==> src/regPkg.sv <==
`default_nettype none

// Register file geometry shared by the sequencer, the bank and the top
package regPkg;

  // Width of a register number
  localparam int regAddrW = 5;

  // Number of general registers, r0 included
  localparam int regCount = 32;

  // Register and memory word width
  localparam int dataW = 32;

endpackage

`default_nettype wire

==> src/memOpPkg.sv <==
`default_nettype none

package memOpPkg;

  // Operation kinds carried over the host channel
  typedef enum logic [1:0] {
    OpWriteImm = 2'd0,
    OpRead     = 2'd1,
    OpStore    = 2'd2,
    OpLoad     = 2'd3
  } opKindT;

  // Access sizes, encoding 3 is unused and treated as a word
  typedef enum logic [1:0] {
    SizeByte = 2'd0,
    SizeHalf = 2'd1,
    SizeWord = 2'd2
  } accSizeT;

  // Data RAM depth in words
  localparam int ramDepth = 16;

  // Word index, taken from address bits 5:2
  localparam int ramAddrW = 4;

  // One enable per byte lane
  localparam int laneW = 4;

endpackage

`default_nettype wire

==> src/opIntake.sv <==
`timescale 1ns/1ps
`default_nettype none

module opIntake (
  input  logic                        gclk,
  input  logic                        rstN,
  input  logic                        opReq,
  input  memOpPkg::opKindT            opKind,
  input  memOpPkg::accSizeT           opSize,
  input  logic [regPkg::regAddrW-1:0] opRd,
  input  logic [regPkg::regAddrW-1:0] opRa,
  input  logic [regPkg::regAddrW-1:0] opRb,
  input  logic [regPkg::dataW-1:0]    opImm,
  input  logic                        busy,
  output logic                        opAck,
  output logic                        opStart,
  output memOpPkg::opKindT            stKind,
  output memOpPkg::accSizeT           stSize,
  output logic [regPkg::regAddrW-1:0] stRd,
  output logic [regPkg::regAddrW-1:0] stRa,
  output logic [regPkg::regAddrW-1:0] stRb,
  output logic [regPkg::dataW-1:0]    stImm
);

  typedef enum logic [1:0] {
    InIdle,
    InAcked,
    InWaitLow
  } inStateT;

  inStateT state;
  logic    accept;

  // Take a new operation only while the sequencer is free
  assign accept = (state == InIdle) && opReq && !busy;

  always_ff @(posedge gclk) begin
    if (!rstN) begin
      state <= InIdle;
    end else begin
      case (state)
        InIdle: begin
          if (accept) begin
            state <= InAcked;
          end
        end
        InAcked: begin
          state <= InWaitLow;
        end
        default: begin
          if (!opReq) begin
            state <= InIdle;
          end
        end
      endcase
    end
  end

  always_ff @(posedge gclk) begin
    if (accept) begin
      stKind <= opKind;
      stSize <= opSize;
      stRd   <= opRd;
      stRa   <= opRa;
      stRb   <= opRb;
      stImm  <= opImm;
    end
  end

  // Ack stays up until the host drops its request
  assign opAck   = (state != InIdle);
  assign opStart = (state == InAcked);

endmodule

`default_nettype wire

==> src/laneSizer.sv <==
`timescale 1ns/1ps
`default_nettype none

module laneSizer (
  input  memOpPkg::accSizeT          size,
  input  logic [1:0]                 addrLow,
  input  logic [regPkg::dataW-1:0]   storeIn,
  input  logic [regPkg::dataW-1:0]   loadIn,
  output logic [regPkg::dataW-1:0]   laneData,
  output logic [memOpPkg::laneW-1:0] laneEn,
  output logic                       misaligned,
  output logic [regPkg::dataW-1:0]   loadOut
);

  import memOpPkg::*;

  // Store side: replicate and pick lanes
  always_comb begin
    case (size)
      SizeByte: begin
        laneData   = {4{storeIn[7:0]}};
        laneEn     = 4'b0001 << addrLow;
        misaligned = 1'b0;
      end
      SizeHalf: begin
        laneData   = {2{storeIn[15:0]}};
        laneEn     = addrLow[1] ? 4'b1100 : 4'b0011;
        misaligned = addrLow[0];
      end
      default: begin
        laneData   = storeIn;
        laneEn     = 4'b1111;
        misaligned = (addrLow != 2'b00);
      end
    endcase
  end

  // Load side, zero extended
  always_comb begin
    case (size)
      SizeByte: begin
        case (addrLow)
          2'd0:    loadOut = {24'd0, loadIn[7:0]};
          2'd1:    loadOut = {24'd0, loadIn[15:8]};
          2'd2:    loadOut = {24'd0, loadIn[23:16]};
          default: loadOut = {24'd0, loadIn[31:24]};
        endcase
      end
      SizeHalf: begin
        loadOut = addrLow[1] ? {16'd0, loadIn[31:16]} : {16'd0, loadIn[15:0]};
      end
      default: loadOut = loadIn;
    endcase
  end

endmodule

`default_nettype wire

==> src/regBank.sv <==
`timescale 1ns/1ps
`default_nettype none

module regBank (
  input  logic                        gclk,
  input  logic [regPkg::regAddrW-1:0] rdAddrA,
  input  logic [regPkg::regAddrW-1:0] rdAddrB,
  output logic [regPkg::dataW-1:0]    rdDataA,
  output logic [regPkg::dataW-1:0]    rdDataB,
  input  logic                        wrEn,
  input  logic [regPkg::regAddrW-1:0] wrAddr,
  input  logic [regPkg::dataW-1:0]    wrData
);

  import regPkg::*;

  logic [dataW-1:0] regs [regCount];

  // Writes to r0 are dropped
  always_ff @(posedge gclk) begin
    if (wrEn && wrAddr != '0) begin
      regs[wrAddr] <= wrData;
    end
  end

  // Registered reads, r0 forced to zero
  always_ff @(posedge gclk) begin
    rdDataA <= (rdAddrA == '0) ? '0 : regs[rdAddrA];
    rdDataB <= (rdAddrB == '0) ? '0 : regs[rdAddrB];
  end

endmodule

`default_nettype wire

==> src/dataRam.sv <==
`timescale 1ns/1ps
`default_nettype none

module dataRam (
  input  logic                          gclk,
  input  logic [memOpPkg::ramAddrW-1:0] ramAddr,
  input  logic [memOpPkg::laneW-1:0]    ramWe,
  input  logic [regPkg::dataW-1:0]      ramWData,
  output logic [regPkg::dataW-1:0]      ramRData
);

  import regPkg::*;
  import memOpPkg::*;

  logic [dataW-1:0] mem [ramDepth];

  always_ff @(posedge gclk) begin
    // Each enable covers one byte lane
    for (int i = 0; i < laneW; i++) begin
      if (ramWe[i]) begin
        mem[ramAddr][i*8 +: 8] <= ramWData[i*8 +: 8];
      end
    end
    ramRData <= mem[ramAddr];
  end

endmodule

`default_nettype wire

==> src/resultSender.sv <==
`timescale 1ns/1ps
`default_nettype none

module resultSender (
  input  logic                     gclk,
  input  logic                     rstN,
  input  logic                     sendStart,
  input  logic [regPkg::dataW-1:0] sendData,
  input  logic                     sendFault,
  output logic                     sendBusy,
  output logic                     rspReq,
  output logic [regPkg::dataW-1:0] rspData,
  output logic                     rspFault,
  input  logic                     rspAck
);

  typedef enum logic [1:0] {
    SndIdle,
    SndReq,
    SndAckLow
  } sndStateT;

  sndStateT state;

  always_ff @(posedge gclk) begin
    if (!rstN) begin
      state <= SndIdle;
    end else begin
      case (state)
        SndIdle: begin
          if (sendStart) begin
            state <= SndReq;
          end
        end
        SndReq: begin
          if (rspAck) begin
            state <= SndAckLow;
          end
        end
        default: begin
          // Wait for the host to finish the return-to-zero half
          if (!rspAck) begin
            state <= SndIdle;
          end
        end
      endcase
    end
  end

  // Response held steady through the whole handshake
  always_ff @(posedge gclk) begin
    if (sendStart && state == SndIdle) begin
      rspData  <= sendData;
      rspFault <= sendFault;
    end
  end

  assign rspReq   = (state == SndReq);
  assign sendBusy = (state != SndIdle);

endmodule

`default_nettype wire

==> src/opSequencer.sv <==
`timescale 1ns/1ps
`default_nettype none

module opSequencer (
  input  logic                         gclk,
  input  logic                         rstN,
  input  logic                         opStart,
  input  memOpPkg::opKindT             stKind,
  input  memOpPkg::accSizeT            stSize,
  input  logic [regPkg::regAddrW-1:0]  stRd,
  input  logic [regPkg::regAddrW-1:0]  stRa,
  input  logic [regPkg::regAddrW-1:0]  stRb,
  input  logic [regPkg::dataW-1:0]     stImm,
  output logic                         busy,
  output logic [regPkg::regAddrW-1:0]  rdAddrA,
  output logic [regPkg::regAddrW-1:0]  rdAddrB,
  input  logic [regPkg::dataW-1:0]     rdDataA,
  input  logic [regPkg::dataW-1:0]     rdDataB,
  output logic                         wrEn,
  output logic [regPkg::regAddrW-1:0]  wrAddr,
  output logic [regPkg::dataW-1:0]     wrData,
  output logic [1:0]                   szAddrLow,
  output memOpPkg::accSizeT            szSize,
  output logic [regPkg::dataW-1:0]     szStoreIn,
  input  logic [regPkg::dataW-1:0]     szLaneData,
  input  logic [memOpPkg::laneW-1:0]   szLaneEn,
  input  logic                         szMisaligned,
  output logic [regPkg::dataW-1:0]     szLoadIn,
  input  logic [regPkg::dataW-1:0]     szLoadOut,
  output logic [memOpPkg::ramAddrW-1:0] ramAddr,
  output logic [memOpPkg::laneW-1:0]   ramWe,
  output logic [regPkg::dataW-1:0]     ramWData,
  input  logic [regPkg::dataW-1:0]     ramRData,
  output logic                         sendStart,
  output logic [regPkg::dataW-1:0]     sendData,
  output logic                         sendFault,
  input  logic                         sendBusy
);

  import regPkg::*;
  import memOpPkg::*;

  typedef enum logic [2:0] {
    SeqIdle,
    SeqRead,
    SeqAddr,
    SeqAccess,
    SeqWriteback,
    SeqRespond
  } seqStateT;

  seqStateT         state;
  logic [dataW-1:0] addrReg;
  logic [dataW-1:0] storeVal;
  logic [dataW-1:0] resultReg;
  logic             isMem;
  logic             fault;

  // Fixed four cycles from opStart to sendStart
  always_ff @(posedge gclk) begin
    if (!rstN) begin
      state <= SeqIdle;
    end else begin
      case (state)
        SeqIdle: begin
          if (opStart) begin
            state <= SeqRead;
          end
        end
        SeqRead:      state <= SeqAddr;
        SeqAddr:      state <= SeqAccess;
        SeqAccess:    state <= SeqWriteback;
        SeqWriteback: state <= SeqRespond;
        default: begin
          // Hold until the sender has finished its handshake
          if (!sendBusy) begin
            state <= SeqIdle;
          end
        end
      endcase
    end
  end

  always_ff @(posedge gclk) begin
    if (state == SeqAddr) begin
      addrReg  <= rdDataA + stImm;
      storeVal <= rdDataB;
    end
    if (state == SeqAccess) begin
      case (stKind)
        OpWriteImm: resultReg <= (stRd == '0) ? '0 : stImm;
        OpRead:     resultReg <= rdDataA;
        OpStore:    resultReg <= storeVal;
        default:    resultReg <= '0;
      endcase
    end
  end

  assign busy = opStart || (state != SeqIdle);

  // Operand fields stay put for the whole operation
  assign rdAddrA = stRa;
  assign rdAddrB = stRb;

  assign szSize    = stSize;
  assign szAddrLow = addrReg[1:0];
  assign szStoreIn = storeVal;
  assign szLoadIn  = ramRData;

  assign ramAddr  = addrReg[ramAddrW+1:2];
  assign ramWData = szLaneData;
  assign ramWe    = (state == SeqAccess && stKind == OpStore && !szMisaligned) ?
                    szLaneEn : '0;

  assign isMem = (stKind == OpStore) || (stKind == OpLoad);
  assign fault = isMem && szMisaligned;

  // Loads and immediates write back, faults never do
  assign wrEn   = (state == SeqWriteback) && !fault &&
                  (stKind == OpWriteImm || stKind == OpLoad);
  assign wrAddr = stRd;
  assign wrData = (stKind == OpLoad) ? szLoadOut : stImm;

  assign sendStart = (state == SeqWriteback);
  assign sendFault = fault;
  assign sendData  = fault ? '0 : ((stKind == OpLoad) ? szLoadOut : resultReg);

endmodule

`default_nettype wire

==> src/lsuRegTop.sv <==
`timescale 1ns/1ps
`default_nettype none

module lsuRegTop (
  input  logic                        gclk,
  input  logic                        rstN,
  input  logic                        opReq,
  output logic                        opAck,
  input  memOpPkg::opKindT            opKind,
  input  memOpPkg::accSizeT           opSize,
  input  logic [regPkg::regAddrW-1:0] opRd,
  input  logic [regPkg::regAddrW-1:0] opRa,
  input  logic [regPkg::regAddrW-1:0] opRb,
  input  logic [regPkg::dataW-1:0]    opImm,
  output logic                        rspReq,
  input  logic                        rspAck,
  output logic [regPkg::dataW-1:0]    rspData,
  output logic                        rspFault
);

  import regPkg::*;
  import memOpPkg::*;

  // Intake to sequencer
  logic                opStart;
  logic                busy;
  opKindT              stKind;
  accSizeT             stSize;
  logic [regAddrW-1:0] stRd;
  logic [regAddrW-1:0] stRa;
  logic [regAddrW-1:0] stRb;
  logic [dataW-1:0]    stImm;

  // Register bank ports
  logic [regAddrW-1:0] rdAddrA;
  logic [regAddrW-1:0] rdAddrB;
  logic [dataW-1:0]    rdDataA;
  logic [dataW-1:0]    rdDataB;
  logic                wrEn;
  logic [regAddrW-1:0] wrAddr;
  logic [dataW-1:0]    wrData;

  // Sizer and RAM
  logic [1:0]          szAddrLow;
  accSizeT             szSize;
  logic [dataW-1:0]    szStoreIn;
  logic [dataW-1:0]    szLaneData;
  logic [laneW-1:0]    szLaneEn;
  logic                szMisaligned;
  logic [dataW-1:0]    szLoadIn;
  logic [dataW-1:0]    szLoadOut;
  logic [ramAddrW-1:0] ramAddr;
  logic [laneW-1:0]    ramWe;
  logic [dataW-1:0]    ramWData;
  logic [dataW-1:0]    ramRData;

  // Sequencer to sender
  logic                sendStart;
  logic [dataW-1:0]    sendData;
  logic                sendFault;
  logic                sendBusy;

  opIntake i_opIntake (
    .gclk(gclk), .rstN(rstN), .opReq(opReq), .opKind(opKind), .opSize(opSize),
    .opRd(opRd), .opRa(opRa), .opRb(opRb), .opImm(opImm), .busy(busy),
    .opAck(opAck), .opStart(opStart), .stKind(stKind), .stSize(stSize),
    .stRd(stRd), .stRa(stRa), .stRb(stRb), .stImm(stImm)
  );

  opSequencer i_opSequencer (
    .gclk(gclk), .rstN(rstN), .opStart(opStart), .stKind(stKind),
    .stSize(stSize), .stRd(stRd), .stRa(stRa), .stRb(stRb), .stImm(stImm),
    .busy(busy), .rdAddrA(rdAddrA), .rdAddrB(rdAddrB), .rdDataA(rdDataA),
    .rdDataB(rdDataB), .wrEn(wrEn), .wrAddr(wrAddr), .wrData(wrData),
    .szAddrLow(szAddrLow), .szSize(szSize), .szStoreIn(szStoreIn),
    .szLaneData(szLaneData), .szLaneEn(szLaneEn), .szMisaligned(szMisaligned),
    .szLoadIn(szLoadIn), .szLoadOut(szLoadOut), .ramAddr(ramAddr),
    .ramWe(ramWe), .ramWData(ramWData), .ramRData(ramRData),
    .sendStart(sendStart), .sendData(sendData), .sendFault(sendFault),
    .sendBusy(sendBusy)
  );

  regBank i_regBank (
    .gclk(gclk), .rdAddrA(rdAddrA), .rdAddrB(rdAddrB), .rdDataA(rdDataA),
    .rdDataB(rdDataB), .wrEn(wrEn), .wrAddr(wrAddr), .wrData(wrData)
  );

  laneSizer i_laneSizer (
    .size(szSize), .addrLow(szAddrLow), .storeIn(szStoreIn), .loadIn(szLoadIn),
    .laneData(szLaneData), .laneEn(szLaneEn), .misaligned(szMisaligned),
    .loadOut(szLoadOut)
  );

  dataRam i_dataRam (
    .gclk(gclk), .ramAddr(ramAddr), .ramWe(ramWe), .ramWData(ramWData),
    .ramRData(ramRData)
  );

  resultSender i_resultSender (
    .gclk(gclk), .rstN(rstN), .sendStart(sendStart), .sendData(sendData),
    .sendFault(sendFault), .sendBusy(sendBusy), .rspReq(rspReq),
    .rspData(rspData), .rspFault(rspFault), .rspAck(rspAck)
  );

endmodule

`default_nettype wire

==> config.mk <==
export PLATFORM = sky130hd
export DESIGN_NAME = lsuRegTop
export DESIGN_NICKNAME = d
export VERILOG_FILES = /design/src/regPkg.sv /design/src/memOpPkg.sv /design/src/opIntake.sv /design/src/laneSizer.sv /design/src/regBank.sv /design/src/dataRam.sv /design/src/resultSender.sv /design/src/opSequencer.sv /design/src/lsuRegTop.sv
export SDC_FILE = /design/constraint.sdc
export NUM_CORES = 2
export LEC_CHECK = 0
export ABC_AREA = 0
export BUFFER_PORTS_ARGS = -buffer_cell sky130_fd_sc_hd__buf_2
export CAP_MARGIN = 20
export CORE_UTILIZATION = 40
export CTS_CLUSTER_DIAMETER = 100
export DETAILED_ROUTE_END_ITERATION = 7
export SLEW_MARGIN = 25
export SYNTH_ARGS = -nofsm -noshare
export SYNTH_HDL_FRONTEND = slang
export SYNTH_SLANG_ARGS = --single-unit
export TNS_END_PERCENT = 1
==> constraint.sdc <==
create_clock -name gclk -period 9.3 [get_ports gclk]
set_clock_uncertainty 0.05 [all_clocks]
set_input_delay 1.395 -clock gclk [delete_from_list [all_inputs] [get_ports gclk]]
set_output_delay 1.395 -clock gclk [all_outputs]
set_load 0.02 [all_outputs]
== Yosys cells after proc, flatten, opt, wreduce, memory -nomap -nowiden ==
Memory sizes are Yosys's and may differ from the RTL's. A register that Yosys moved wholly into a read port is not among the register bits.
Index checks and enable logic that the tools add are counted.

* Flip-flop bits (word level): 161
* Latch bits: 0
* Memory bits (writable): 1,536
* ROM bits: 0
* Output and inout port bits: 35
* Logic and storage cells: 101
* Memories: 2

{| class="wikitable"
|+ Memories
! memory !! depth !! bits a word !! read ports !! clocked after memory_dff !! wr ports !! RTL line !! text
|-
| i_regBank.regs || 32 || 32 || 2 || 2 || 1 || regBank.sv:17 || <nowiki>logic [dataW-1:0] regs [regCount];</nowiki>
|-
| i_dataRam.mem || 16 || 32 || 1 || 1 || 1 || dataRam.sv:15 || <nowiki>logic [dataW-1:0] mem [ramDepth];</nowiki>
|}

* $add $sub $neg: 1
* $mul: 0
* Divide/modulo/power cells: 0
* Order comparisons: 0
* Equal/unequal tests: 19
* Shift operators: 1
* Multiplexer cells: 32
* Bitwise operators: 0
* Reductions and logical operators: 32

{| class="wikitable"
|+ Operator list
! cell !! count
|-
| $pmux 32 s2 || 2
|-
| $mux 32 || 3
|-
| $pmux 32 s3 || 1
|-
| $pmux 8 s3 || 1
|-
| $mux 16 || 1
|-
| $logic_not 5->1 || 3
|-
| $pmux 3 s5 || 1
|-
| $eq 2x1->1 const B || 5
|-
| $logic_not 2->1 || 5
|-
| $mux 1 || 10
|-
| $mux 2 || 5
|-
| $logic_and 1x1->1 || 9
|-
| $mux 4 || 2
|-
| $ne 2x1->1 const B || 4
|-
| $pmux 2 s2 || 2
|-
| $pmux 4 s2 || 1
|-
| $add 6x6->6 || 1
|-
| $eq 2x2->1 const B || 3
|-
| $eq 3x2->1 const B || 2
|-
| $mux 3 || 2
|-
| $ne 6x5->1 const B || 1
|-
| $reduce_bool 2->1 || 3
|-
| $reduce_bool 5->1 || 1
|-
| $reduce_and 2->1 || 2
|-
| other kinds (11) || 15
|}

== Logic depth before layout (Yosys ltp) ==
* Depth in word-level cells: 9
* Mapped depth: 9
* Gate-level depth less buffers: 6

== Cells and area by module ==
From an unflattened synthesis, not the netlist that was laid out.

* Cell total of the unflattened synthesis: 4,100
* Area, all modules: 76,836.2 µm²

{| class="wikitable"
|+ Modules (own cells, without submodules)
! module !! times used !! cells each !! area an instance (µm²) !! seq. area each (µm²)
|-
| regBank || 1 || 2,483 || 48,380.2 || 32,030.7
|-
| dataRam || 1 || 911 || 20,125.6 || 16,015.4
|-
| opSequencer || 1 || 458 || 4,500.6 || 2,162.1
|-
| opIntake || 1 || 62 || 1,629.1 || 1,571.5
|-
| laneSizer || 1 || 141 || 1,102.3 || 0.0
|-
| resultSender || 1 || 45 || 1,098.6 || 1,031.0
|}

== Least setup slack after synthesis ==
No wires, ideal clock.

* Path kind: input-to-reg
* Start: input opReq
* End: register i_opIntake.stImm[0] (netlist bit) (enable)
* Setup time: 0.592 ns
* Data arrival time: 6.377 ns
* Data required time: 8.658 ns
* Path slack: 2.281 ns
* Stages on the path: 1
* Path buffers: 0
* Path through: nor4bb_1

* Cells in the longest elaborated chain, start to end: 2

{| class="wikitable"
|+ RTL lines
! what !! RTL line !! text
|-
| from (decl) || lsuRegTop.sv:7 || <nowiki>input logic opReq,</nowiki>
|-
| $logic_and 1x1->1 (2 in a row) || opIntake.sv:35 || <nowiki>assign accept = (state == InIdle) && opReq && !busy;</nowiki>
|-
| to (signal assigned) || opIntake.sv:66 || <nowiki>stImm <= opImm;</nowiki>
|-
| to (decl) || opIntake.sv:22 || <nowiki>output logic [regPkg::dataW-1:0] stImm</nowiki>
|}

Every way passes these cells.
A chain may end at the register's enable or synchronous reset.

== Worst setup path in the final report ==
* Start: register i_opIntake.stRb[0] (netlist bit)
* End: register i_regBank.rdDataB[20] (netlist bit) (read register of i_regBank.regs)

* Cells in the longest elaborated chain, start to end: 1

{| class="wikitable"
|+ RTL lines
! what !! RTL line !! text
|-
| from (decl) || opIntake.sv:21 || <nowiki>output logic [regPkg::regAddrW-1:0] stRb,</nowiki>
|-
| from (signal assigned) || opIntake.sv:65 || <nowiki>stRb <= opRb;</nowiki>
|-
| $logic_not 5->1 || regBank.sv:29 || <nowiki>rdDataB <= (rdAddrB == '0) ? '0 : regs[rdAddrB];</nowiki>
|-
| to (decl) || regBank.sv:9 || <nowiki>output logic [regPkg::dataW-1:0] rdDataB,</nowiki>
|}

Several ways; a longest one is shown, not always the timed one.

==> run_summary.xml <==
<?xml version="1.0" encoding="UTF-8"?>
<metrics>
  <group name="clock_tree">
    <metric name="htree_levels" unit="">4</metric>
    <metric name="cts_root_buffer" unit="">sky130_fd_sc_hd__clkbuf_16</metric>
    <metric name="tritoncts" unit="">built</metric>
    <metric name="post_cts.repair.setup_buffers" unit="">0</metric>
    <metric name="clk_pin_slew" unit="ps">60</metric>
    <metric name="cts_repair_resize_count" unit="">0</metric>
    <metric name="clock_latency" unit="ps">810</metric>
    <metric name="cts_sinks" unit="">1793</metric>
    <metric name="cts_buffers" unit="">183</metric>
    <metric name="number_of_buffers_between_clock_root_and_the_deepest_sink" unit="">3</metric>
    <metric name="hold_buffers" unit="">0</metric>
  </group>
  <group name="die">
    <metric name="top_level_ports" unit="">90</metric>
    <metric name="fp-row-count" unit="">159</metric>
    <metric name="initial_core_util" unit="%">40.4</metric>
    <metric name="design.die.area" unit="um2">192000</metric>
    <metric name="die-height" unit="um">438</metric>
    <metric name="dieWidth" unit="um">438</metric>
    <metric name="floorplan.core_area" unit="um2">188000</metric>
  </group>
  <group name="finish">
    <metric name="post_route_cells_drive_above_1_share" unit="%">28.1</metric>
    <metric name="combined_flip_flop_and_latch_cell_area" unit="um2">52800</metric>
    <metric name="fill_cells" unit="">15900</metric>
    <metric name="multi_input_area" unit="um2">22200</metric>
    <metric name="area_growth" unit="%">13.3</metric>
    <metric name="num-nets-final" unit="">4138</metric>
  </group>
  <group name="critical_path">
    <metric name="timing.critical_path.from_type" unit="">register</metric>
    <metric name="rrSetupSlack" unit="ps">5080</metric>
    <metric name="timing.critical_path.arrival" unit="ps">4800</metric>
    <metric name="critical_path.endpoint_type" unit="">register</metric>
    <metric name="required_arrival_time_at_the_worst_endpoint" unit="ps">9880</metric>
    <metric name="timing.critical_path.fanout_max" unit="">104</metric>
    <metric name="crit_path_class" unit="">reg2reg</metric>
  </group>
  <group name="synthesis">
    <metric name="synth-edff-count" unit="">1690</metric>
    <metric name="most_frequently_used_flop_master_after_synthesis" unit="">sky130_fd_sc_hd__edfxtp_1</metric>
    <metric name="syn_area" unit="um2">76000</metric>
    <metric name="combinational_family_with_the_most_area_after_synthesis" unit="">multiplexers</metric>
    <metric name="post_synth_inst_count" unit="">3925</metric>
    <metric name="synth_sequential_area_ratio" unit="%">69.5</metric>
    <metric name="async_flop_share" unit="%">0</metric>
    <metric name="yosys-mux-area-fraction" unit="%">20.3</metric>
    <metric name="synthesized_area_fraction_occupied_by_adder_cells" unit="%">0.174</metric>
    <metric name="synth_warnings" unit="">0</metric>
    <metric name="synth_compound_area_share" unit="%">5.37</metric>
    <metric name="ys_seq_elements" unit="">1793</metric>
    <metric name="syn_avg_cell_area" unit="um2">19.4</metric>
    <metric name="synth_xor_area_share" unit="%">0.0806</metric>
    <metric name="synth.lib_cells_used.distinct" unit="">64</metric>
    <metric name="post_synth_and_or_nand_nor_area_fraction" unit="%">2.49</metric>
  </group>
  <group name="global_route">
    <metric name="gr-total-overflow" unit="">0</metric>
    <metric name="grt_pass1_wl" unit="um">316000</metric>
    <metric name="grt_start_max_net_pins" unit="">106</metric>
    <metric name="grt_antenna_before_repair" unit="">12</metric>
    <metric name="groute.usage.overall" unit="%">23.2</metric>
    <metric name="grt_pass1_vias" unit="">41600</metric>
  </group>
  <group name="placed_design">
    <metric name="gpl.final_weighted_congestion" unit="">0.885</metric>
    <metric name="buffer_ports.inserted" unit="">89</metric>
    <metric name="place.detailed.hpwl" unit="um">140000</metric>
  </group>
  <group name="timing">
    <metric name="timing.fmax" unit="MHz">237</metric>
    <metric name="setup_violations" unit="">0</metric>
    <metric name="fin_setup_tns" unit="ps">0</metric>
    <metric name="worst_slew_margin_rel" unit="%">28.3</metric>
    <metric name="hold_slack_final" unit="ps">354</metric>
    <metric name="rsz_0062_raised_after_global_routing" unit="">false</metric>
    <metric name="fin_crit_sh" unit="%">45.4</metric>
    <metric name="finalHoldViolations" unit="">0</metric>
    <metric name="timing_max_transition_violations_final" unit="">0</metric>
    <metric name="worstMarginPinSlew" unit="ps">1070</metric>
    <metric name="finalCriticalPeriod" unit="ps">4220</metric>
  </group>
  <group name="pwr">
    <metric name="power.density" unit="nW/um2">272</metric>
    <metric name="power_leakage" unit="nW">27.6</metric>
    <metric name="power.net_switching" unit="W">0.00702</metric>
    <metric name="pwr-share-clk" unit="%">32.1</metric>
    <metric name="worst_ir_drop_vdd" unit="uV">221</metric>
    <metric name="internal_power" unit="W">0.0164</metric>
    <metric name="power.sequential.fraction" unit="%">45.3</metric>
    <metric name="switching_share" unit="%">30.0</metric>
    <metric name="pwr-share-comb" unit="%">22.6</metric>
  </group>
  <group name="route">
    <metric name="vias" unit="">41400</metric>
    <metric name="detail_route.wirelength" unit="um">223000</metric>
    <metric name="avgViaCountPerCell" unit="">6.16</metric>
    <metric name="remaining_drc_errors" unit="">13</metric>
    <metric name="avgRoutedWirePerCell" unit="um">33.2</metric>
    <metric name="drtPass1Iterations" unit="">8</metric>
    <metric name="drtAntennaViolNets" unit="">0</metric>
    <metric name="drt_iter0_drc" unit="">5140</metric>
  </group>
  <group name="run_status">
    <metric name="run_status" unit="">finished with violations</metric>
    <metric name="failing_checks" unit="">DRC</metric>
  </group>
  <group name="hold_path">
    <metric name="hold_path.class" unit="">reg2reg</metric>
  </group>
  <group name="job">
    <metric name="cap_violations" unit="">0</metric>
  </group>
</metrics>
placed cells by master, fill, tap and decap left out, drive strengths merged, types with 66 or more instances in the layout:
cell type / netlist / final
mux2i: 280 / 280
clkbuf: 171 / 247
nand2: 99 / 99
dfxtp: 103 / 103
a22o: 103 / 103
clkinv: 2 / 66
buf: 126 / 229
nor2: 146 / 146
a2111oi: 70 / 70
mux4: 540 / 540
edfxtp: 1690 / 1690
synth_stat cells, types with 6 or more instances:
master | count | share of area [%]
sky130_fd_sc_hd__o221ai_1 | 37 | 0.43
sky130_fd_sc_hd__clkbuf_1 | 171 | 0.84
sky130_fd_sc_hd__ha_1 | 9 | 0.15
sky130_fd_sc_hd__inv_1 | 26 | 0.13
sky130_fd_sc_hd__mux2_2 | 40 | 0.59
sky130_fd_sc_hd__a211oi_1 | 41 | 0.40
sky130_fd_sc_hd__o22ai_1 | 65 | 0.53
sky130_fd_sc_hd__nor2_1 | 146 | 0.72
sky130_fd_sc_hd__buf_6 | 27 | 0.40
sky130_fd_sc_hd__a311oi_1 | 16 | 0.18
sky130_fd_sc_hd__o21a_1 | 12 | 0.12
sky130_fd_sc_hd__buf_4 | 37 | 0.37
sky130_fd_sc_hd__a32oi_1 | 8 | 0.092
sky130_fd_sc_hd__o211a_1 | 8 | 0.11
sky130_fd_sc_hd__a31oi_1 | 16 | 0.13
sky130_fd_sc_hd__mux2i_1 | 280 | 3.7
sky130_fd_sc_hd__edfxtp_1 | 1690 | 67
sky130_fd_sc_hd__a22oi_1 | 15 | 0.15
sky130_fd_sc_hd__a22o_1 | 103 | 1.2
sky130_fd_sc_hd__nor3_1 | 50 | 0.33
sky130_fd_sc_hd__buf_1 | 11 | 0.054
sky130_fd_sc_hd__a2111oi_1 | 14 | 0.18
sky130_fd_sc_hd__a2111oi_2 | 8 | 0.16
sky130_fd_sc_hd__dfxtp_1 | 103 | 2.7
sky130_fd_sc_hd__nand3b_1 | 6 | 0.059
sky130_fd_sc_hd__mux4_2 | 540 | 16
sky130_fd_sc_hd__and2_1 | 7 | 0.058
sky130_fd_sc_hd__buf_2 | 51 | 0.34
sky130_fd_sc_hd__nand4_1 | 6 | 0.049
sky130_fd_sc_hd__nand3_1 | 36 | 0.24
sky130_fd_sc_hd__o21ai_0 | 46 | 0.30
sky130_fd_sc_hd__nand2_1 | 99 | 0.49
sky130_fd_sc_hd__a2111oi_0 | 48 | 0.55
sky130_fd_sc_hd__a222oi_1 | 32 | 0.42
sky130_fd_sc_hd__nor2b_1 | 24 | 0.20
sky130_fd_sc_hd__a21oi_1 | 34 | 0.22
metal layers:
| layer | vias to the layer above | GRT usage, % | part of all wire (%) |
|---|---|---|---|
| li1 | 17000 | - | - |
| met1 | 21900 | 31.9 | 40 |
| met2 | 2131 | 36.5 | 47 |
| met3 | 431 | 4.75 | 9.1 |
| met4 | 4 | 8.71 | 4.0 |
| met5 | - | 0 | 0.0094 |
final timing paths:
| check | from | cells past startpoint | end |
|---|---|---|---|
| worst max-delay path | i_opIntake.stRb[0] | 6 | i_regBank.rdDataB[20] |
| worst min-delay path | i_regBank.rdDataB[6] | 0 | i_opSequencer.szStoreIn[6] |
| worst max register to register | i_opIntake.stRb[0] | 6 | i_regBank.rdDataB[20] |
| worst min register to register | i_regBank.rdDataB[6] | 0 | i_opSequencer.szStoreIn[6] |
power groups by stage:
stage,clock network (W),logic [W],registers [W]
6_report,0.00751,0.00529,0.0106
5_1_grt,0.00789,0.00558,0.0106
4_1_cts,0.00761,0.00523,0.0106
3_5_place_dp,0,0.00521,0.0107
3_3_place_gp,0,0.00515,0.0107
2_1_floorplan,0,0.00344,0.0104
cells by family (layout without fill, tap and decap cells):
kind of cell | count (synthesis) | in the layout
AND/OR/NAND/NOR | 409 | 409
buffers and inverters | 325 | 598
adder cells (fa/ha/maj) | 10 | 10
AO/OA/AOI/OAI | 520 | 520
other | 1 | 35
XOR/XNOR | 7 | 7
flip-flops | 1793 | 1793
multiplexers | 860 | 860
sequential cells by signal, indices dropped and copies added, names as in the netlist:
signal	cells
i_regBank.regs	1024
i_dataRam.mem	512
i_dataRam.ramRData	32
i_opIntake.stImm	32
i_opSequencer.resultReg	32
i_opSequencer.szStoreIn	32
i_regBank.rdDataA	32
i_regBank.rdDataB	32
i_resultSender.rspData	32
i_opSequencer.addrReg	6
i_opIntake.stRa	5
i_opIntake.stRb	5
i_opIntake.stRd	5
i_opSequencer.state	3
i_opIntake.stKind	2
i_opIntake.stSize	2
i_opIntake.state	2
i_resultSender.state	2
i_resultSender.rspFault	1
critical path, stage by stage (launching register included):
cell	delay [ps]
sky130_fd_sc_hd__edfxtp_1	370
sky130_fd_sc_hd__buf_12	520
sky130_fd_sc_hd__buf_4	780
sky130_fd_sc_hd__mux4_2	610
sky130_fd_sc_hd__a22o_1	280
sky130_fd_sc_hd__a2111oi_0	810
sky130_fd_sc_hd__nor3_1	210
metrics by stage:
stage	area, um2	worst slack, ps	total power [W]	util [%]	std cells
2_1_floorplan	76100	2280	0.0138	-	3956
3_3_place_gp	79800	5200	0.0159	42.4	6374
3_5_place_dp	79800	5200	0.0159	42.4	6378
4_1_cts	86000	5190	0.0234	45.7	6719
5_1_grt	86100	4910	0.0241	45.8	6724
6_report	86100	5080	0.0234	45.8	6727
area by class of cell:
class	instances	share of cell area, %
Clock buffer	247	6.05
Timing Repair Buffer	229	1.99
Multi-Input combinational cell	1838	25.8
Inverter	28	0.122
Sequential cell	1793	61.3
Antenna cell	3	0.00872
Tap cell	2495	3.62
Clock inverter	94	1.09
No activity file was read; power rests on OpenSTA's default activity.
